`src/design/soc_consts.svh`:
```
`ifndef SOC_CONSTS_SVH
`define SOC_CONSTS_SVH

//----------------------------------------
// address map
//----------------------------------------

// region codes in bits 30:29, bit 31 ignored
`define SOC_REGION_BRAM 2'b10
`define SOC_REGION_CSR 2'b11

// null pointer window is the top 14 address bits all zero
`define SOC_NULL_BITS 14

// block RAM word address width
`define SOC_BRAM_AW 8

//----------------------------------------
// reset counters
//----------------------------------------

// system reset stretch
`define SOC_DEBOUNCE_BITS 8
// flash reset released at the top bit
`define SOC_FLASH_RST_BITS 8

//----------------------------------------
// CSR bus
//----------------------------------------
`define SOC_CSR_AW 14
`define SOC_CSR_BANK_SYSCTL 4'd1
`define SOC_SYSTEM_ID 32'h13004D31
// button synchronizer depth
`define SOC_SYNC_STAGES 2

`endif

```
`src/design/csr_pkg.sv`:
```
`include "soc_consts.svh"

package csr_pkg;

	// one CSR cycle
	// we is a single cycle strobe
	typedef struct packed {
		logic [`SOC_CSR_AW-1:0] a;
		logic we;
		logic [31:0] dw;
	} csr_req_t;

	// system control bits out of the sysctl bank
	typedef struct packed {
		logic bus_errors_en;
		logic hard_reset_req;
	} sysctl_ctrl_t;

endpackage

```
`src/design/soc_reset.sv`:
```
`timescale 1ns/100ps
`include "soc_consts.svh"

module soc_reset import csr_pkg::*; (
	input logic sys_clk,
	input logic trigger_reset,
	input logic [2:0] btn_i,
	input sysctl_ctrl_t ctrl_i,
	output logic sys_rst_o,
	output logic flash_rst_n_o
);

	logic chord;
	logic trig_r;
	logic [`SOC_DEBOUNCE_BITS-1:0] deb_cnt;
	logic [`SOC_FLASH_RST_BITS-1:0] flash_cnt;

	// all three buttons pressed together
	assign chord = &btn_i;

	//----------------------------------------
	// combined reset request
	//----------------------------------------
	always_ff @(posedge sys_clk) begin
		trig_r <= trigger_reset | chord | ctrl_i.hard_reset_req;
	end

	// reload while any source is up, then count down to zero
	// reload value makes up for the source register
	always_ff @(posedge sys_clk) begin
		if (trig_r) begin
			deb_cnt <= {{(`SOC_DEBOUNCE_BITS-1){1'b1}}, 1'b0};
		end else if (deb_cnt != '0) begin
			deb_cnt <= deb_cnt - 1'b1;
		end
	end

	// high from the cycle after a source until the count runs out
	assign sys_rst_o = trig_r | (|deb_cnt);

	//----------------------------------------
	// flash reset
	//----------------------------------------
	// counts up from one and stops once the top bit sets
	always_ff @(posedge sys_clk) begin
		if (trig_r) begin
			flash_cnt <= {{(`SOC_FLASH_RST_BITS-1){1'b0}}, 1'b1};
		end else if (!flash_cnt[`SOC_FLASH_RST_BITS-1]) begin
			flash_cnt <= flash_cnt + 1'b1;
		end
	end

	// released half way through the system reset
	assign flash_rst_n_o = flash_cnt[`SOC_FLASH_RST_BITS-1] & ~trig_r;

endmodule

```
`config.mk`:
```
export PLATFORM = sky130hd
export DESIGN_NAME = soc_reset
export DESIGN_NICKNAME = d
export VERILOG_FILES = /design/src/design/csr_pkg.sv /design/src/design/soc_reset.sv
export VERILOG_INCLUDE_DIRS = /design/src /design/src/design
export SDC_FILE = /design/constraint.sdc
export NUM_CORES = 1
export LEC_CHECK = 0
export BUFFER_PORTS_ARGS = -buffer_cell sky130_fd_sc_hd__buf_2
export CORE_ASPECT_RATIO = 0.8
export CORE_MARGIN = 8
export CORE_UTILIZATION = 40
export CTS_BUF_LIST = sky130_fd_sc_hd__clkbuf_8
export DETAILED_ROUTE_END_ITERATION = 7
export PLACE_DENSITY = 0.68
export SKIP_LAST_GASP = 1
export SYNTH_ARGS = -nofsm -noshare
export SYNTH_HDL_FRONTEND = slang
export SYNTH_SLANG_ARGS = --single-unit
```
`constraint.sdc`:
```
create_clock -name sys_clk -period 3.65 [get_ports sys_clk]
set_input_delay 0.5475 -clock sys_clk [delete_from_list [all_inputs] [get_ports sys_clk]]
set_output_delay 0.5475 -clock sys_clk [all_outputs]
set_load 0.05 [all_outputs]
```
Word level (Yosys, flattened, before mapping)
Cells that the tools add are included.
{"block": "op_classes", "add_sub_neg": 2, "mul": 0, "div": 0, "n_lt_le_gt_ge": 0, "n_eq_ne": 0, "n_shift": 0, "mux": 1, "n_bitwise": 5, "n_reduce_logical": 3}
{"op": "8-bit by 1-bit adder with 8-bit output, second input constant", "count": 1}
{"op": "8-bit 2-to-1 mux", "count": 1}
{"op": "8-bit nonzero test", "count": 1}
{"op": "8-bit OR reduction", "count": 1}
{"op": "8-bit by 1-bit subtractor with 8-bit output, second input constant", "count": 1}
{"op": "1-bit OR", "count": 3}
{"op": "3-bit AND reduction", "count": 1}
{"op": "1-bit bitwise AND", "count": 1}
{"op": "1-bit NOT", "count": 1}
{"block": "word_totals", "reg_bits": 17, "latchBits": 0, "ram_bits": 0, "mem_bits_ro": 0, "inputBits": 7, "out_inout_bits": 2, "word_cells": 15, "memories": 0}

Longest topological paths before layout
{"block": "depth", "word_depth": 3, "depth_mapped": 5, "depth_no_buf": 5}

Least setup slack after synthesis
No wires, ideal clock.
{"block": "synth_path", "path_type": "reg2out", "from": "reg deb_cnt[0]", "to": "out sys_rst_o", "arrival_time_ns": 1.327, "required_ns": 3.102, "path_slack_ns": 1.776, "stages_incl_launch_ff": 5, "n_path_buf": 0, "cell_sequence": "dfxtp_1 -> inv_1 -> ha_1 -> nor3b_1 -> nand3_1"}
{"block": "synth_via", "elab_chain_len": 2}
{"item": "start, declared", "line": "soc_reset.sv:15", "text": "logic [`SOC_DEBOUNCE_BITS-1:0] deb_cnt;"}
{"item": "start signal, assigned", "line": "soc_reset.sv:32", "text": "deb_cnt <= {{(`SOC_DEBOUNCE_BITS-1){1'b1}}, 1'b0};"}
{"item": "start signal, assigned", "line": "soc_reset.sv:34", "text": "deb_cnt <= deb_cnt - 1'b1;"}
{"item": "8-bit OR reduction", "line": "soc_reset.sv:39", "text": "assign sys_rst_o = trig_r | (|deb_cnt);"}
{"item": "1-bit OR", "line": "soc_reset.sv:39"}
{"item": "end, declared", "line": "soc_reset.sv:9", "text": "output logic sys_rst_o,"}
Every way passes these cells.

Worst setup path after layout
Ends and elaborated chain as after synthesis.

==> metrics.txt <==
Setup violations, final=0; post-route clock period utilization=60.5%; syn nets=92; non-filler cells, final=115; post-detail-place hpwl=979 um; Setup crit end=sys_rst_o; multiplexer share of the synthesized area=roughly 5.4%; Worst slew margin=a little over three fifths; Tmin final=between 2 and 2.5 ns; Resize count post-CTS=0; synth warn=0; Setup WS pre-CTS=between 1.5 and 2 ns; DR vias/cell=5.16; CP Capture Type=primary output; Vias=a little under 600; I/O Pins=9; startpoint types=flop; initial antenna violation count=0; final wirelength=roughly 1.4 mm; Leak=roughly 0.33 nW; reg2reg start=deb_cnt[0]; Nets=approximately 100; maxcap violations=0; VDD IR-drop max=around 0.24 mV; Die Ht=55.6 um; RSZ-0062 raised after global routing=false; largest net degree at the start of global routing=18; grt total ovfl=0; Crit Path Max Fanout=6; TritonCTS clock tree=done; port buffer count=7; CP arrival=approximately 1.7 ns; clk_skew=0.00422 ns; Hold WC Path Type=in -> reg; clock latency on the worst-skew pair=0.25 ns; synth unique cells=33; final hold vios=0; Synth Area in Compound Gates=around 14%; Initial Utilization=approximately two fifths; clock root buffer=clkbuf_8; Post-CTS Setup Bufs=0; Max Slew Vio Count=0; clock buffer depth=2; register area share after synthesis=43.4%; Async S/R FF share, synth=0%; die area=3640 um^2; clock sinks=17; Mapped Area=between 700 and 800 um^2; die width=~66 um; GRT Total Usage=roughly 8.4%; synthesis-to-layout area growth=13.6%; DR iter-0 viols=16; Placer Congestion=0.838; cell count after synthesis=between 80 and 90; R2R setup slack=slightly below 2 ns; power per cell area=401 nW/um^2; vias in the first global route=about 560; # DRC=0; Yosys top cell area share=between 40 and 50%; largest family of logic cells by synthesized area=simple AND/OR/NAND/NOR gates; fraction of layout cells with a size suffix above 1=about a fifth; setup_tns=0 ns; critical path class=reg -> out; EDFF count, synth=0; worst setup margin=approximately 1.4 ns; total core area=~1900 um^2; Reg clk slew, reported paths=around 0.07 ns; post-synthesis xor/xnor area fraction=under 10%; Primary FF master, synth=dfxtp_1; fraction of the mapped netlist area in adder cells=under 10%; hold bufs inserted after CTS=0; number of iterations in the first detailed-routing pass=4; Worst Reg-to-Reg Cells=5; fin area=slightly below 900 um^2; Post-DRT Antenna Nets=0; Synth area leaders=dfxtp_1 43%, ha_1 4.8%, nor2_1 3.8%; most common cell in the netlist=dfxtp_1; fill count=between 150 and 200; Simple-Gate Fraction of Synth Area=between 20% and 30%; RR Endpoint=deb_cnt[0]; Seq cells post-synth=17; number of antenna diodes=0; cell taking the most area after synthesis=dfxtp_1; Num CTS Buffers=3; Critical path origin=deb_cnt[0]; slew of the pin with the lowest slew margin=between 0.5 and 0.6 ns; first-pass GRT wire length=~2.4 mm; total power draw=0.357 mW; Row Count=14; wire per inst=~12 um; Syn Area/Cell=approximately 9.6 um^2; Cell Area, Placed=approximately 840 um^2; fmax=between 400 and 500 MHz; CP required=roughly 3.1 ns; status=completed; commonest cells in the netlist=17 x dfxtp_1, 8 x nor2_1, 4 x inv_1, 4 x nand3_1, 4 x nor2b_1; H-tree depth=1; cell count after placement=between 100 and 150
[cell families (layout without fill, tap and decap cells)]
| kind of cell | after synthesis | after routing |
|---|---|---|
| and+or+nand+nor | 32 | 32 |
| DFF | 17 | 17 |
| AOI/OAI and AO/OA | 15 | 15 |
| muxes | 4 | 4 |
| buffers and inverters | 6 | 15 |
| adders and majority gates | 3 | 3 |
| xor gates and xnor gates | 5 | 5 |
[placed cells by master (no fill, tap or decap), types with 3 or more instances in the layout]
cell type and instances:
inv_1 4, ha_1 3, dfxtp_1 17, nand2_1 3, buf_2 7, nand3_1 4
a21oi_1 3, nor2_1 8, clkbuf_8 3, xor2_1 3, nor2b_1 4
[critical path, cell delays in order (launching register included)]
cell and delay (ns):
dfxtp_1 0.36, inv_1 0.11, ha_1 0.19, nor3b_1 0.38, nand3_1 0.12, buf_2 0.24
[metal layers]
metal / track usage (%) / vias up / routed length, um
li1: - / 313 / -
met1: 11.3 / 265 / 704
met2: 10.4 / 11 / 558
met3: 2.21 / 4 / 39
met4: 7.45 / 0 / 48
met5: 0 / - / 0
[layout make-up]
cell class	instances	area (um^2)	share of cell area (%)
Multi-Input combinational cell	59	422	47.3
Sequential cell	17	340	38.2
Clock buffer	3	41.3	4.63
Timing Repair Buffer	7	35.0	3.93
Tap cell	24	30.0	3.37
Inverter	4	15.0	1.69
Clock inverter	1	7.51	0.843
[report_power, final]
part           internal [mW]  switching [mW]
logic                0.00911         0.00762
registers              0.190         0.00733
clock network         0.0768          0.0667
total                  0.276          0.0817
[registers in the layout (all words and copies together) (netlist names)]
| register | cells |
|---|---|
| trig_r | 1 |
| flash_cnt | 8 |
| deb_cnt | 8 |
[per-stage QoR]
stage | util [%] | hold slack (ns)
floorplan | - | 0.458
global placement | 44.9 | 0.474
detailed placement | 44.9 | 0.488
CTS | 47.5 | 0.487
global route | 47.5 | 0.492
finish | 47.5 | 0.490
[worst min path at each step]
stage                   from           end  slack (ns)  depth (start not counted)
2_1_floorplan   flash_cnt[6]  flash_cnt[6]        0.46                          2
3_3_place_gp    flash_cnt[6]  flash_cnt[6]        0.47                          2
3_5_place_dp    flash_cnt[6]  flash_cnt[6]        0.49                          2
4_1_cts            ctrl_i[0]        trig_r        0.49                          2
5_1_grt        trigger_reset        trig_r        0.49                          2
6_report           ctrl_i[0]        trig_r        0.49                          2
Power figures use the tool's default switching activity.
