==> src/design/soc_consts.svh <==
`ifndef SOC_CONSTS_SVH
`define SOC_CONSTS_SVH

//----------------------------------------
// address map
//----------------------------------------

// region codes in bits 30:29, bit 31 ignored
`define SOC_REGION_BRAM 2'b10
`define SOC_REGION_CSR 2'b11

// null pointer window is the top 14 address bits all zero
`define SOC_NULL_BITS 14

// block RAM word address width
`define SOC_BRAM_AW 8

//----------------------------------------
// reset counters
//----------------------------------------

// system reset stretch
`define SOC_DEBOUNCE_BITS 8
// flash reset released at the top bit
`define SOC_FLASH_RST_BITS 8

//----------------------------------------
// CSR bus
//----------------------------------------
`define SOC_CSR_AW 14
`define SOC_CSR_BANK_SYSCTL 4'd1
`define SOC_SYSTEM_ID 32'h13004D31
// button synchronizer depth
`define SOC_SYNC_STAGES 2

`endif

==> src/design/bus_pkg.sv <==
package bus_pkg;

	// wishbone view of the address
	// bit 31 ignored so the upper half shadows the lower half
	typedef struct packed {
		logic ignored;
		logic [1:0] region;
		logic [28:0] offset;
	} wb_view_t;

	// CSR view of the same word
	// bank and register form the 14 bit CSR address
	typedef struct packed {
		logic [15:0] high;
		logic [3:0] bank;
		logic [9:0] reg_num;
		logic [1:0] lane;
	} csr_view_t;

	typedef union packed {
		wb_view_t wb;
		csr_view_t csr;
	} wb_addr_u;

	// master to slave
	typedef struct packed {
		wb_addr_u adr;
		logic [31:0] dat_w;
		logic [3:0] sel;
		logic we;
		logic cyc;
		logic stb;
	} wb_req_t;

	// slave to master
	// err only ever rides along with ack
	typedef struct packed {
		logic [31:0] dat_r;
		logic ack;
		logic err;
	} wb_rsp_t;

endpackage

==> src/design/csr_pkg.sv <==
`include "soc_consts.svh"

package csr_pkg;

	// one CSR cycle
	// we is a single cycle strobe
	typedef struct packed {
		logic [`SOC_CSR_AW-1:0] a;
		logic we;
		logic [31:0] dw;
	} csr_req_t;

	// system control bits out of the sysctl bank
	typedef struct packed {
		logic bus_errors_en;
		logic hard_reset_req;
	} sysctl_ctrl_t;

endpackage

==> src/design/csr_bridge.sv <==
`timescale 1ns/100ps

module csr_bridge import bus_pkg::*, csr_pkg::*; (
	input logic sys_clk,
	input logic sys_rst_i,
	input wb_req_t req_i,
	output wb_rsp_t rsp_o,
	output csr_req_t csr_o,
	input logic [31:0] csr_dr_i
);

	typedef enum logic [1:0] {
		ST_IDLE,
		ST_PRESENT,
		ST_CAPTURE
	} brg_state_t;

	brg_state_t state;
	logic ack;
	logic [31:0] dat_r;

	//----------------------------------------
	// sequencer
	//----------------------------------------
	always_ff @(posedge sys_clk) begin
		if (sys_rst_i) begin
			state <= ST_IDLE;
			ack <= 1'b0;
			csr_o.we <= 1'b0;
		end else begin
			ack <= 1'b0;
			case (state)
				ST_IDLE: begin
					// ack high means this stb was just served
					if (req_i.cyc & req_i.stb & ~ack) begin
						csr_o.we <= req_i.we;
						state <= ST_PRESENT;
					end
				end
				ST_PRESENT: begin
					// write strobe lasts one cycle
					csr_o.we <= 1'b0;
					state <= ST_CAPTURE;
				end
				ST_CAPTURE: begin
					ack <= 1'b1;
					state <= ST_IDLE;
				end
				default: begin
					state <= ST_IDLE;
				end
			endcase
		end
	end

	// address and data held through the cycle
	always_ff @(posedge sys_clk) begin
		if (state == ST_IDLE) begin
			csr_o.a <= {req_i.adr.csr.bank, req_i.adr.csr.reg_num};
			csr_o.dw <= req_i.dat_w;
		end
		// slave data is one cycle behind the address
		if (state == ST_CAPTURE) begin
			dat_r <= csr_dr_i;
		end
	end

	assign rsp_o.dat_r = dat_r;
	assign rsp_o.ack = ack;
	assign rsp_o.err = 1'b0;

endmodule

==> config.mk <==
export PLATFORM = sky130hd
export DESIGN_NAME = csr_bridge
export DESIGN_NICKNAME = d
export VERILOG_FILES = /design/src/design/bus_pkg.sv /design/src/design/csr_pkg.sv /design/src/design/csr_bridge.sv
export VERILOG_INCLUDE_DIRS = /design/src /design/src/design
export SDC_FILE = /design/constraint.sdc
export NUM_CORES = 1
export LEC_CHECK = 0
export ABC_AREA = 1
export BUFFER_PORTS_ARGS = -buffer_cell sky130_fd_sc_hd__buf_2
export CAP_MARGIN = 5
export CORE_MARGIN = 3
export CORE_UTILIZATION = 40
export CTS_CLUSTER_SIZE = 8
export DETAILED_ROUTE_END_ITERATION = 7
export HOLD_SLACK_MARGIN = 0.03
export PLACE_DENSITY = 0.8
export SLEW_MARGIN = 40
export SYNTH_ARGS = -nofsm -noshare
export SYNTH_HDL_FRONTEND = slang
export SYNTH_SLANG_ARGS = --single-unit
==> constraint.sdc <==
create_clock -name sys_clk -period 2.6 [get_ports sys_clk]
set_clock_uncertainty 0.05 [all_clocks]
set_input_delay 0.39 -clock sys_clk [delete_from_list [all_inputs] [get_ports sys_clk]]
set_output_delay 0.39 -clock sys_clk [all_outputs]
set_load 0.02 [all_outputs]
# Word-level counts from Yosys, hierarchy flattened
# Cells that the tools add are included.
[classes]
muxes = 5
n_eq_ne = 3
reduce_logical = 3
bitwise_logic = 3
[op_table]
columns = ["cell", "n"]
rows = [
  ["$pmux 2 s2", 1],
  ["$and 1x1->1", 2],
  ["$eq 2x1->1 const B", 1],
  ["$eq 2x2->1 const B", 1],
  ["$logic_not 2->1", 1],
  ["$mux 1", 2],
  ["$mux 2", 1],
  ["$ne 2x2->1 const B", 1],
  ["$pmux 1 s2", 1],
  ["$reduce_and 2->1", 1],
  ["$reduce_bool 2->1", 1],
  ["$not 1->1", 1],
]
[totals]
regBits = 82
input_bits = 105
output_inout_bits = 81
word_cells = 20

# Longest topological paths before layout
[depth]
ltp_word = 4
depth_mapped = 5
ltp_nobuf = 5

# Worst setup path after synthesis
# OpenSTA, ideal clock, no wires.
[synth_timing]
kind = "reg-to-reg"
startpoint = "register state[1]"
endpoint = "register dat_r[0], enable pin"
arrival_ns = 1.763
t_required_ns = 2.129
setup_ns = 0.421
stages_incl_launch_ff = 3
n_path_buf = 0
synth_period_minus_slack_ns = 2.234
slack_ns = 0.366
cell_sequence = "dfxtp_1 -> inv_2 -> nor2_1"
[synth_via]
elab_chain_cells = 1
[synth_lines]
columns = ["element", "line_no", "source"]
rows = [
  ["from (decl)", "csr_bridge.sv:18", "brg_state_t state;"],
  ["from (signal assigned)", "csr_bridge.sv:27", "state <= ST_IDLE;"],
  ["from (signal assigned)", "csr_bridge.sv:37", "state <= ST_PRESENT;"],
  ["from (signal assigned)", "csr_bridge.sv:43", "state <= ST_CAPTURE;"],
  ["$eq 2x2->1", "csr_bridge.sv:63", "if (state == ST_CAPTURE) begin"],
  ["to (signal assigned)", "csr_bridge.sv:64", "dat_r <= csr_dr_i;"],
  ["to (decl)", "csr_bridge.sv:20", "logic [31:0] dat_r;"],
]
# Every way passes these cells.
# A chain may end at the register's enable or synchronous reset.

# Worst setup path after layout
[layout_timing]
startpoint = "register state[1]"
endpoint = "register csr_o[19] (netlist bit), enable pin"
[layout_via]
elab_chain_cells = 1
[layout_lines]
columns = ["element", "line_no", "source"]
rows = [
  ["$logic_not 2->1", "csr_bridge.sv:58", "if (state == ST_IDLE) begin"],
  ["to (decl)", "csr_bridge.sv:8", "output csr_req_t csr_o,"],
]
# Every way passes these cells.

==> results.tsv <==
metric	value	unit
outcome	complete, no violations	
cts_max_level	3	
max_slew_margin	62.1	%
syn_area	2520	sq um
setup_viol	0	
ant_nets	0	
grt_usage	15.1	%
die_area	7300	sq um
hpwl	4090	um
timing.final.max_slew_violations	0	
wl_per_cell	14.9	um
p_leak	1.59	nW
required	2520	ps
insertion_delay	330	ps
gp_congestion	0.688	
hold_depth	1	
final_util	59.8	%
seqPwrFrac	59.4	%
maxCapViolCount	0	
finalNetCount	383	
p_int	0.00203	W
placementRows	28	
cp_common_cell	inv_2	
path_clk_slew	70	ps
routed_via_density	4.34	
syn_nets	210	
tightest_slew	568	ps
crit_path_end_kind	flop	
slowest_stage	buf_4	
io_buffers	162	
async_flop_share	0	%
antenna_found_initial	0	
yosysWarnings	0	
syn_to_final_growth	42.7	%
synth_top_cells_by_area	edfxtp_1 93%, dfxtp_1 3.2%, nand2_1 0.89%	
hold_end	csr_o[39]$_DFFE_PN_	
cts_sinks	82	
cts_tree	yes	
reg2reg_from	state[1]$_SDFFE_PP0P_	
hold_buffers	0	
slowest_delay	460	ps
firstDrtPassIters	4	
worstHoldPathType	in -> reg	
vdd_drop_max	399	uV
grt_max_degree	48	
n_antenna_cell	0	
grt_pass1_wl	7870	um
drc_errors	0	
combPwrFrac	9.2	%
drive_above_1_share	64.8	%
postCtsSetupBuffers	0	
synth_top_cell_by_area	edfxtp_1	
synth_seq_area_share	95.9	%
setup_tns	0	ps
final_hold_viol_count	0	
yosysMostFrequentCell	edfxtp_1	
crit_path_start_kind	flop	
synth-seq-cells	82	
cts_buffer_depth	2	
cts_resized	0	
numCtsBuffers	9	
synth_ff_type	edfxtp_1	
cp_max_fo	47	
p_per_area	718	nW/um^2
hold_start	req_i[47]	
grt_pass1_vias	1683	
pin_count	186	
reg2reg_to	csr_o[19]$_DFFE_PN_	
yosysUniqueCellTypes	12	
switching_share	21.5	%
clockPowerShare	31.4	%
reg2reg_depth	4	
drtIter0Drc	74	
yosys.area.top_type_share	92.8	%
power.switching	0.000557	W
rsz0062_at_grt	false	
start_util	41.9	%
synth_edf_count	78	
cp.arrival	1340	ps
clock-root-buffer	clkbuf_8	
min_period	1420	ps
grt.overflow.total	0	
num_vias	1544	
synth_common_cells	78 x edfxtp_1, 6 x nand2_1, 5 x nor2_1	
critPathKind	reg -> reg	
netlist_instances	105	
syn_avg_cell_area	24.0	sq um
coreArea	6030	sq um
min_period_over_period	54.6	%
die_y	85.5	um
crit_chain	inv_2 > nand2_2 > inv_2 > buf_4	
fmax	704	MHz
rrSetupSlack	1180	ps
die_w	85.5	um
wirelength	5310	um
==> power groups by stage <==
| stage | logic, W | clock network [W] | registers (W) |
|---|---|---|---|
| after detailed placement | 0.000242 | 0 | 0.00157 |
| after global placement | 0.000236 | 0 | 0.00156 |
| final | 0.000238 | 0.000814 | 0.00154 |
| after CTS | 0.000242 | 0.000855 | 0.00154 |
| after global routing | 0.000256 | 0.000915 | 0.00154 |
| after floorplan | 0.0000246 | 0 | 0.00165 |
==> metal layers <==
metal  global-route usage [%]  up-vias  wire (um)
met5                        0        -          0
li1                         -      737          -
met1                     16.0      679       1810
met4                     6.91        0         17
met3                     11.2        2       1010
met2                     22.5      126       2470
==> worst max-delay path: cells and delay by family, from the launching register on <==
kind / cells / cell delay [ps]
buf+inv: 3 / 590
flops: 1 / 330
simple gates: 1 / 60
==> cell type report <==
class	count	area, sq um
clock buffer	9	124
clock inverter	5	47.5
fill	489	2420
inverter	4	15.0
multi-input combinational	17	75.1
sequential	82	2420
tap	75	93.8
timing repair buffer	164	826
==> flip-flops by register name, indices dropped and copies added (netlist names) <==
register  flops
csr_o        47
dat_r        32
state         2
ack           1
==> worst max-delay path by stage <==
| stage | from | endpoint | slack [ps] | cells after the start |
|---|---|---|---|---|
| finish | state[1]$_SDFFE_PP0P_ | csr_o[19]$_DFFE_PN_ | 1180 | 4 |
| global route | state[1]$_SDFFE_PP0P_ | csr_o[19]$_DFFE_PN_ | 1090 | 4 |
| CTS | state[1]$_SDFFE_PP0P_ | csr_o[4]$_DFFE_PN_ | 1170 | 4 |
| floorplan | state[1]$_SDFFE_PP0P_ | dat_r[0]$_DFFE_PP_ | 370 | 2 |
| global placement | state[1]$_SDFFE_PP0P_ | csr_o[31]$_DFFE_PN_ | 1210 | 4 |
| detailed placement | state[1]$_SDFFE_PP0P_ | csr_o[24]$_DFFE_PN_ | 1170 | 4 |
==> cells by family after synthesis <==
logic type | count (synthesis) | share of synthesized area, %
flops | 82 | 95.9
simple gates | 16 | 2.73
buf+inv | 6 | 1.19
other cells | 1 | 0.149
==> cells in the final DEF, fill, tap and decap left out <==
cell type  count
buf_2        162
edfxtp_1      78
clkbuf_8       9
nand2_1        6
nor2_1         4
dfxtp_1        4
inv_2          3
nor2_2         2
nor3_1         2
clkinv_1       2
clkinv_2       2
buf_4          2
nand2_2        1
nand3_1        1
inv_1          1
conb_1         1
bufinv_16      1
==> through the flow <==
stage                     cell area [sq um]  hold WS [ps]  instances  power (W)  setup WS (ps)
after global placement                 3430           402        342    0.00180           1210
after CTS                              3600           152        356    0.00263           1170
after floorplan                        2520           392        105    0.00168            366
final                                  3600           176        356    0.00259           1180
after detailed placement               3430           413        342    0.00181           1170
after global routing                   3600           138        356    0.00271           1090
No activity file was read; power rests on OpenSTA's default activity.
