## src/design/soc_consts.svh

```systemverilog
`ifndef SOC_CONSTS_SVH
`define SOC_CONSTS_SVH

//----------------------------------------
// address map
//----------------------------------------

// region codes in bits 30:29, bit 31 ignored
`define SOC_REGION_BRAM 2'b10
`define SOC_REGION_CSR 2'b11

// null pointer window is the top 14 address bits all zero
`define SOC_NULL_BITS 14

// block RAM word address width
`define SOC_BRAM_AW 8

//----------------------------------------
// reset counters
//----------------------------------------

// system reset stretch
`define SOC_DEBOUNCE_BITS 8
// flash reset released at the top bit
`define SOC_FLASH_RST_BITS 8

//----------------------------------------
// CSR bus
//----------------------------------------
`define SOC_CSR_AW 14
`define SOC_CSR_BANK_SYSCTL 4'd1
`define SOC_SYSTEM_ID 32'h13004D31
// button synchronizer depth
`define SOC_SYNC_STAGES 2

`endif

```

## src/design/csr_pkg.sv

```systemverilog
`include "soc_consts.svh"

package csr_pkg;

	// one CSR cycle
	// we is a single cycle strobe
	typedef struct packed {
		logic [`SOC_CSR_AW-1:0] a;
		logic we;
		logic [31:0] dw;
	} csr_req_t;

	// system control bits out of the sysctl bank
	typedef struct packed {
		logic bus_errors_en;
		logic hard_reset_req;
	} sysctl_ctrl_t;

endpackage

```

## src/design/sysctl_csr.sv

```systemverilog
`timescale 1ns/100ps
`include "soc_consts.svh"

module sysctl_csr import csr_pkg::*; (
	input logic sys_clk,
	input logic sys_rst_i,
	input csr_req_t csr_i,
	output logic [31:0] csr_dr_o,
	input logic [2:0] btn_i,
	output logic [7:0] led_o,
	output sysctl_ctrl_t ctrl_o
);

	logic [`SOC_SYNC_STAGES-1:0][2:0] btn_sync;
	logic bank_hit;
	logic [9:0] reg_num;

	// bank field sits on top of the CSR address
	assign bank_hit = csr_i.a[`SOC_CSR_AW-1 -: 4] == `SOC_CSR_BANK_SYSCTL;
	assign reg_num = csr_i.a[9:0];

	// button synchronizer
	always_ff @(posedge sys_clk) begin
		btn_sync <= {btn_sync[`SOC_SYNC_STAGES-2:0], btn_i};
	end

	//----------------------------------------
	// read side
	//----------------------------------------
	// other banks read zero so the bus can be ORed
	always_ff @(posedge sys_clk) begin
		csr_dr_o <= 32'd0;
		if (bank_hit) begin
			case (reg_num)
				10'd0: csr_dr_o <= {29'd0, btn_sync[`SOC_SYNC_STAGES-1]};
				10'd1: csr_dr_o <= {24'd0, led_o};
				10'd2: csr_dr_o <= `SOC_SYSTEM_ID;
				10'd3: csr_dr_o <= {30'd0, ctrl_o.hard_reset_req, ctrl_o.bus_errors_en};
				default: csr_dr_o <= 32'd0;
			endcase
		end
	end

	//----------------------------------------
	// write side
	//----------------------------------------
	always_ff @(posedge sys_clk) begin
		if (sys_rst_i) begin
			led_o <= 8'd0;
			ctrl_o.bus_errors_en <= 1'b0;
			// the reset this raises also clears it
			ctrl_o.hard_reset_req <= 1'b0;
		end else if (bank_hit & csr_i.we) begin
			case (reg_num)
				10'd1: led_o <= csr_i.dw[7:0];
				10'd3: begin
					ctrl_o.bus_errors_en <= csr_i.dw[0];
					// set only, never cleared by software
					if (csr_i.dw[1]) begin
						ctrl_o.hard_reset_req <= 1'b1;
					end
				end
				default: ;
			endcase
		end
	end

endmodule

```

## config.mk

```make
export PLATFORM = sky130hd
export DESIGN_NAME = sysctl_csr
export DESIGN_NICKNAME = d
export VERILOG_FILES = /design/src/design/csr_pkg.sv /design/src/design/sysctl_csr.sv
export VERILOG_INCLUDE_DIRS = /design/src /design/src/design
export SDC_FILE = /design/constraint.sdc
export NUM_CORES = 1
export LEC_CHECK = 0
export BUFFER_PORTS_ARGS = -buffer_cell sky130_fd_sc_hd__buf_2
export CORE_MARGIN = 4
export CORE_UTILIZATION = 39
export CTS_BUF_LIST = sky130_fd_sc_hd__clkbuf_2
export CTS_CLUSTER_SIZE = 25
export DETAILED_ROUTE_END_ITERATION = 7
export HOLD_SLACK_MARGIN = 0.15
export PLACE_DENSITY = 0.92
export SYNTH_ARGS = -nofsm -noshare
export SYNTH_HDL_FRONTEND = slang
export SYNTH_SLANG_ARGS = --single-unit
```

## constraint.sdc

```tcl
create_clock -name sys_clk -period 2.8 [get_ports sys_clk]
set_clock_uncertainty 0.15 [all_clocks]
set_input_delay 0.56 -clock sys_clk [delete_from_list [all_inputs] [get_ports sys_clk]]
set_output_delay 0.56 -clock sys_clk [all_outputs]
set_load 0.05 [all_outputs]
```

Yosys cells after proc, flatten, opt, wreduce, memory -nomap -nowiden
Index checks and enable logic that the tools add are counted. Widths: inputs -> output; s select.

Input port bits: 52. Output and inout bits: 42. Bits in registers: 48. Word-level logic and storage cells: 16.

Reduce and logical (&&, ||, !) cells: 4. Bitwise operators: 1. Equality and inequality tests: 4. Mux-type cells: 1.

Operators by type and width (count): $pmux 29 s4 (1); $eq 10x2->1 const B (2); $eq 10x1->1 const B (1); $logic_not 10->1 (1); $eq 4x1->1 const B (1); $reduce_and 2->1 (2); $reduce_and 3->1 (1); $and 1x1->1 (1).

Depth between registers and ports, before layout
Gate-level depths: netlist of run 1.

Word-level depth: 3. Gate-level depth with buffers: 4. Mapped depth without buffers: 3.

Least setup slack after synthesis of run 1
Ideal clock, no wire load.

Path kind: input port to flip-flop. Start: in csr_i[46] (netlist name). End: reg led_o[1]. Data arrival time: 2.042 ns. Path buffers: 0. Slack: 0.486 ns. Stages: 3. Required time: 2.529 ns. Setup time: 0.121 ns. Cells stage by stage: or4_1 > nor4_4 > mux2_4.

Longest elaborated chain between the ends: 3.

Ends and longest elaborated chain: start: declaration (RTL line sysctl_csr.sv:7) `input csr_req_t csr_i,`; $eq 4x1->1 (no source line); $and 1x1->1 (RTL line sysctl_csr.sv:53) `end else if (bank_hit & csr_i.we) begin`; $reduce_and 2->1 (no source line); end signal: assignment (RTL line sysctl_csr.sv:55) `10'd1: led_o <= csr_i.dw[7:0];`; end: declaration (RTL line sysctl_csr.sv:10) `output logic [7:0] led_o,`.

No other way between the ends. A chain may end at the register's enable or synchronous reset.

Worst setup path in the final report of run 1
Start: in csr_i[46] (netlist name). End: reg led_o[7].

Same word-level chain as after synthesis.

==> impl_metrics.yaml, run 1 <==
die:
  row_count: 19
  ios: 94
  initial_core_util_pct: 40.5
  die_y_um: 61.3
  fp.coreArea_sq_um: 2730
  dieArea_sq_um: 3750
  die_w_um: 61.3
worst_setup_path:
  path_class: "in2reg"
  cp.arrival_ns: 2.11
  crit_required_ns: 2.93
  startpoint_type: "input pin"
  path_max_fanout: 5
  critPathCaptureType: "flop"
clocking:
  cts_resized: 0
  clk_pin_slew_ns: 0.22
  htreeDepth: 1
  cts_setup_buffers: 0
  cts_buffers: 3
  clkSinkCount: 25
  cts_tree: "yes"
  root_buffer: "clkbuf_2"
  clk_latency_ns: 0.33
  cts_max_path_buffers: 2
logic_synthesis:
  async_flop_share_pct: 0
  synthCells: 109
  synth_top_area_share_pct: 45.2
  synth.distinct_cells: 25
  synth_common_cells: "25 x dfxtp_1, 23 x buf_4, 17 x nand2b_1"
  syn_area_per_cell_sq_um: 10.1
  syn_area_sq_um: 1110
  yosys_register_bits: 25
  synth_most_common_cell: "dfxtp_1"
  synth_flop_cell: "dfxtp_1"
  synth_warnings: 0
  synth_edf_count: 0
  synth.area.top_cells: "dfxtp_1 45%, buf_4 16%, nand2b_1 9.6%, mux2i_1 9.0%, nor4_4 1.9%"
  yosysTopAreaCell: "dfxtp_1"
  synth.yosys.seq_area_share_pct: 45.2
finish:
  antennaDiodeCount: 0
  fin_area_sq_um: 1340
  nNetsFinal: 212
  area_growth_pct: 21.0
  layout.cells.non_filler: 190
  layout-drive-gt1-share_pct: 39.6
place:
  port_buffers: 52
  gp_congestion: 0.681
  dp_hpwl_mm: 1.67
  dp.cells: 183
  postPlaceCellArea_sq_um: 1290
run:
  drv_cap: 0
route:
  antenna_left: 0
  drt_drc_violations_left: 0
  via_count: 830
  drt_iter0_markers: 5
  vias_per_cell: 4.37
  wirelength_mm: 2.02
  first_pass_iters: 4
  wl_per_cell_um: 10.6
worst_hold_path:
  min_path_type: "reg2reg"
timing:
  fmax_mhz: 506
  drv_slew: 0
  setup_violations: 0
  hold_violations: 0
  finalCritPeriodShare_pct: 70.6
  rsz0062_at_grt: "false"
  setup_tns_ns: 0
  period_minus_slack_ns: 1.98
power:
  powerDensity_nw_per_um2: 444
  finalPower_mw: 0.594
  p_leak_nw: 0.666
  vdd_drop_max_uv: 247
outcome:
  status: "completed"
global_route:
  grtUsageTotal_pct: 10.8
  first_global_vias: 692
  grt_overflow: 0
  grt_first_pass_wirelength_mm: 2.96
  antenna_found_initial: 0
  grt_max_degree: 19
-- state kept, by name, summed over array words and instances (netlist names) --
| register | cells |
|---|---|
| ctrl_o | 2 |
| csr_dr_o | 9 |
| btn_sync | 6 |
| led_o | 8 |
-- routing by layer --
metal,part of all wire [%],wire [um],vias up,GRT usage (%)
met5,0,0,-,0
met4,0.99,20,0,3.72
met3,15,304,2,3.35
met2,42,855,50,17.8
met1,42,841,355,13.3
li1,-,-,423,-
-- stage by stage --
step	worst slack (ns)	hold WS (ns)	util, %
after floorplan	0.486	0.160	-
after global placement	0.471	0.162	47.1
after detailed placement	0.452	0.162	47.1
after CTS	0.819	0.200	49.0
after global routing	0.771	0.207	49.0
final	0.823	0.200	49.0
-- timing repair --
item,4_1_cts,5_1_grt
endpoints found under the setup margin,0,0
endpoints found under the hold margin,3,0
hold buffers,3,0
-- cell usage in the layout (no fill, tap or decap), drive strengths merged, types with 2 or more instances in the layout --
cell,instances
buf,53
nor3,2
a21oi,2
mux2,2
o22ai,2
dlygate4sd3,3
nand2b,17
nor2,3
or4,2
dfxtp,25
nand2,3
nor2b,3
clkbuf,4
conb,17
mux2i,10
and3,3
nor4,2
-- worst max-delay path, stage by stage --
cell,delay (ns)
buf_2,0.09
or4_1,0.62
nor4_4,0.41
buf_4,0.24
mux2i_1,0.18
-- logic make-up after synthesis --
| logic type | count (synthesis) | synth area share (%) |
|---|---|---|
| simple gates | 39 | 23.2 |
| buf+inv | 27 | 17.0 |
| flops | 25 | 45.2 |
| mux | 12 | 11.4 |
| compound gates | 5 | 2.83 |
| other cells | 1 | 0.339 |
-- area by class of cell --
type,instances,area [sq um]
fill,272,1400
tap,31,38.8
timing repair buffer,56,298
sequential,25,500
multi-input combinational,73,478
clock buffer,4,20.0
inverter,1,3.75
-- path summary, 6_finish.rpt --
check                            startpoint     endpoint  slack [ns]  depth (start not counted)
worst min register to register  btn_sync[2]  btn_sync[5]        0.20                          0
worst max register to register     led_o[0]  csr_dr_o[0]        1.77                          3
worst max-delay path              csr_i[46]     led_o[7]        0.82                          5
worst min-delay path            btn_sync[2]  btn_sync[5]        0.20                          0
-- where the power goes --
group / leakage [nW] / total, mW / switching, mW / internal [mW]
Combinational: 0.445 / 0.0942 / 0.0677 / 0.0265
Clock: 0.0166 / 0.137 / 0.0994 / 0.0378
Sequential: 0.204 / 0.362 / 0.00128 / 0.361
Total: 0.666 / 0.594 / 0.168 / 0.425
Note: power is estimated with default switching activity, not from simulation.
==> run 2: changes to the inputs <==
- ABC_AREA: default -> 1
- CORE_UTILIZATION: 39 -> 40
- clock period: 2.8 -> 2 ns (I/O delays scaled with it)
==> run 2 against run 1 <==
Against the previous run: via count up 27%; clock power rose by 55%; synthesized cell count increased by 40%; sequential power rose by 40%; wire length increased by 17%; register-to-register slack got worse by 1.1 ns; critical path depth grew 2; area after synthesis rose by 5.1%; count of clock-buffer cells in the layout is 1 lower; final cell count rose by 29%.
==> impl_metrics.yaml, run 2 <==
route:
  wirelength_mm: 2.37
  vias_per_cell: 4.27
  wl_per_cell_um: 9.62
  via_count: 1051
  first_pass_iters: 4
  drt_iter0_markers: 13
  antenna_left: 0
  drt_drc_violations_left: 0
clocking:
  cts_tree: "yes"
  clkSinkCount: 25
  clk_pin_slew_ns: 0.25
  cts_buffers: 3
  htreeDepth: 1
  clk_latency_ns: 0.35
  cts_setup_buffers: 0
  cts_max_path_buffers: 2
  root_buffer: "clkbuf_2"
finish:
  largest-register: "csr_dr_o"
  layout.cells.non_filler: 246
  top_regs: "csr_dr_o: 9 flops, led_o: 8 flops, btn_sync: 6 flops"
  final_core_util_pct: 54.4
  fin_area_sq_um: 1500
  area_growth_pct: 29.1
  largest_reg_flops: 9
  nNetsFinal: 268
  antennaDiodeCount: 0
  fillers: 281
  final_cell_mix: "52 x buf_2, 28 x nor2_1, 25 x nand2_1, 25 x dfxtp_1"
  layout-drive-gt1-share_pct: 30.2
  final_common_cell: "buf_2"
logic_synthesis:
  synth.yosys.seq_area_share_pct: 43.1
  synth_edf_count: 0
  syn_area_sq_um: 1160
  synthCells: 153
  synth_warnings: 0
  synth_flop_cell: "dfxtp_1"
  synth_top_area_share_pct: 43.1
  synth.distinct_cells: 16
  synth_most_common_cell: "nor2_1"
  async_flop_share_pct: 0
  synth.area.top_cells: "dfxtp_1 43%, buf_4 15%, nor2_1 9.0%, nand2_1 8.1%, inv_1 5.5%"
  yosys_register_bits: 25
  syn_area_per_cell_sq_um: 7.60
  yosysTopAreaCell: "dfxtp_1"
  synth_common_cells: "28 x nor2_1, 25 x dfxtp_1, 25 x nand2_1"
worst_setup_path:
  cp.arrival_ns: 2.06
  path_class: "in2reg"
  crit-reg2reg-capture: "ctrl_o[0]"
  crit_required_ns: 2.18
  r2r-start: "ctrl_o[0]"
  ff2ff_path_depth: 3
  path_max_fanout: 5
  rrSetupSlack_ns: 0.67
  startpoint_type: "input pin"
  critPathCaptureType: "flop"
global_route:
  first_global_vias: 905
  antenna_found_initial: 0
  use_met2_pct: 23.3
  grtUsageTotal_pct: 12.6
  grt_max_degree: 17
  use_met3_pct: 4.13
  grt_use_met1_pct: 14.0
  grt.busiest_layer: "met2"
  grt_overflow: 0
  grt_first_pass_wirelength_mm: 3.57
place:
  postPlaceCellArea_sq_um: 1330
  place_ws_ns: 0.293
  gp_congestion: 0.704
  dp_hpwl_mm: 1.84
  port_buffers: 52
  dp.cells: 227
timing:
  hold_violations: 0
  setup_slack_ns: 0.116
  finalCritPeriodShare_pct: 94.2
  rsz0062_at_grt: "false"
  drv_slew: 0
  whs_ns: 0.157
  fmax_mhz: 531
  setup_violations: 0
  period_minus_slack_ns: 1.88
  setup_tns_ns: 0
die:
  row_count: 19
  dieArea_sq_um: 3830
  fp.coreArea_sq_um: 2760
  die_w_um: 61.9
  die_y_um: 61.9
  initial_core_util_pct: 42.2
  ios: 94
worst_hold_path:
  min_to: "csr_dr_o[25]"
  min_from: "csr_i[34]"
  min_path_type: "in2reg"
  hold_path_depth: 3
power:
  vdd_drop_max_uv: 435
  powerDensity_nw_per_um2: 575
  p_leak_nw: 0.821
  finalPower_mw: 0.863
outcome:
  status: "completed"
run:
  drv_cap: 0
[run 2: changes by cell type after synthesis, moves of 4 or more]
cell,delta
nand3_1,+11
nand2_1,+22
inv_1,+16
nand2b_1,-17
nor2_1,+25
nor2_4,+4
mux2i_1,-10
[run 2: kinds of logic after synthesis]
kind of cell | Yosys count | share of synthesized area (%)
AOI/OAI and AO/OA | 4 | 1.72
other | 1 | 0.323
buffers and inverters | 44 | 22.9
and+or+nand+nor | 79 | 32.0
DFF | 25 | 43.1
[run 2: area by class of cell]
cell class | instances | area (sq um) | area share [%]
Clock buffer | 3 | 15.0 | 1.00
Clock inverter | 1 | 8.76 | 0.584
Inverter | 19 | 71.3 | 4.75
Multi-Input combinational cell | 100 | 455 | 30.4
Sequential cell | 25 | 500 | 33.4
Tap cell | 31 | 38.8 | 2.59
Timing Repair Buffer | 67 | 410 | 27.4
[run 2: worst max-delay path by stage]
| stage | startpoint | cells after the start | to |
|---|---|---|---|
| after floorplan | csr_dr_o[25] | 1 | csr_dr_o[10] |
| after global placement | csr_i[36] | 7 | led_o[4] |
| after detailed placement | csr_i[36] | 8 | led_o[0] |
| after CTS | csr_i[33] | 7 | ctrl_o[0] |
| after global routing | csr_i[33] | 7 | ctrl_o[0] |
| final | csr_i[33] | 7 | ctrl_o[0] |
[run 2: layer usage]
| metal | up-vias | wire [um] |
|---|---|---|
| met5 | - | 0 |
| met4 | 0 | 11 |
| met3 | 2 | 278 |
| met1 | 447 | 895 |
| met2 | 53 | 1180 |
| li1 | 549 | - |
[run 2: what timing repair did]
| action | CTS | global route |
|---|---|---|
| hold buffers | 15 | 0 |
| setup endpoints to repair | 0 | 0 |
| hold endpoints to repair | 15 | 0 |
| gates resized for setup | 0 | 0 |
[run 2: report_power, final]
part,switching (mW),total [mW],internal (mW)
clock,0.160,0.213,0.0524
sequential,0.00136,0.508,0.506
combinational,0.101,0.143,0.0419
total,0.262,0.863,0.601
[run 2: critical path, stage by stage]
cell and delay [ns]:
dlygate4sd3_1 0.52, buf_2 0.15, nand2_1 0.06, inv_1 0.11, nand4_1 0.11, a21oi_1 0.15
dlygate4sd3_1 0.56
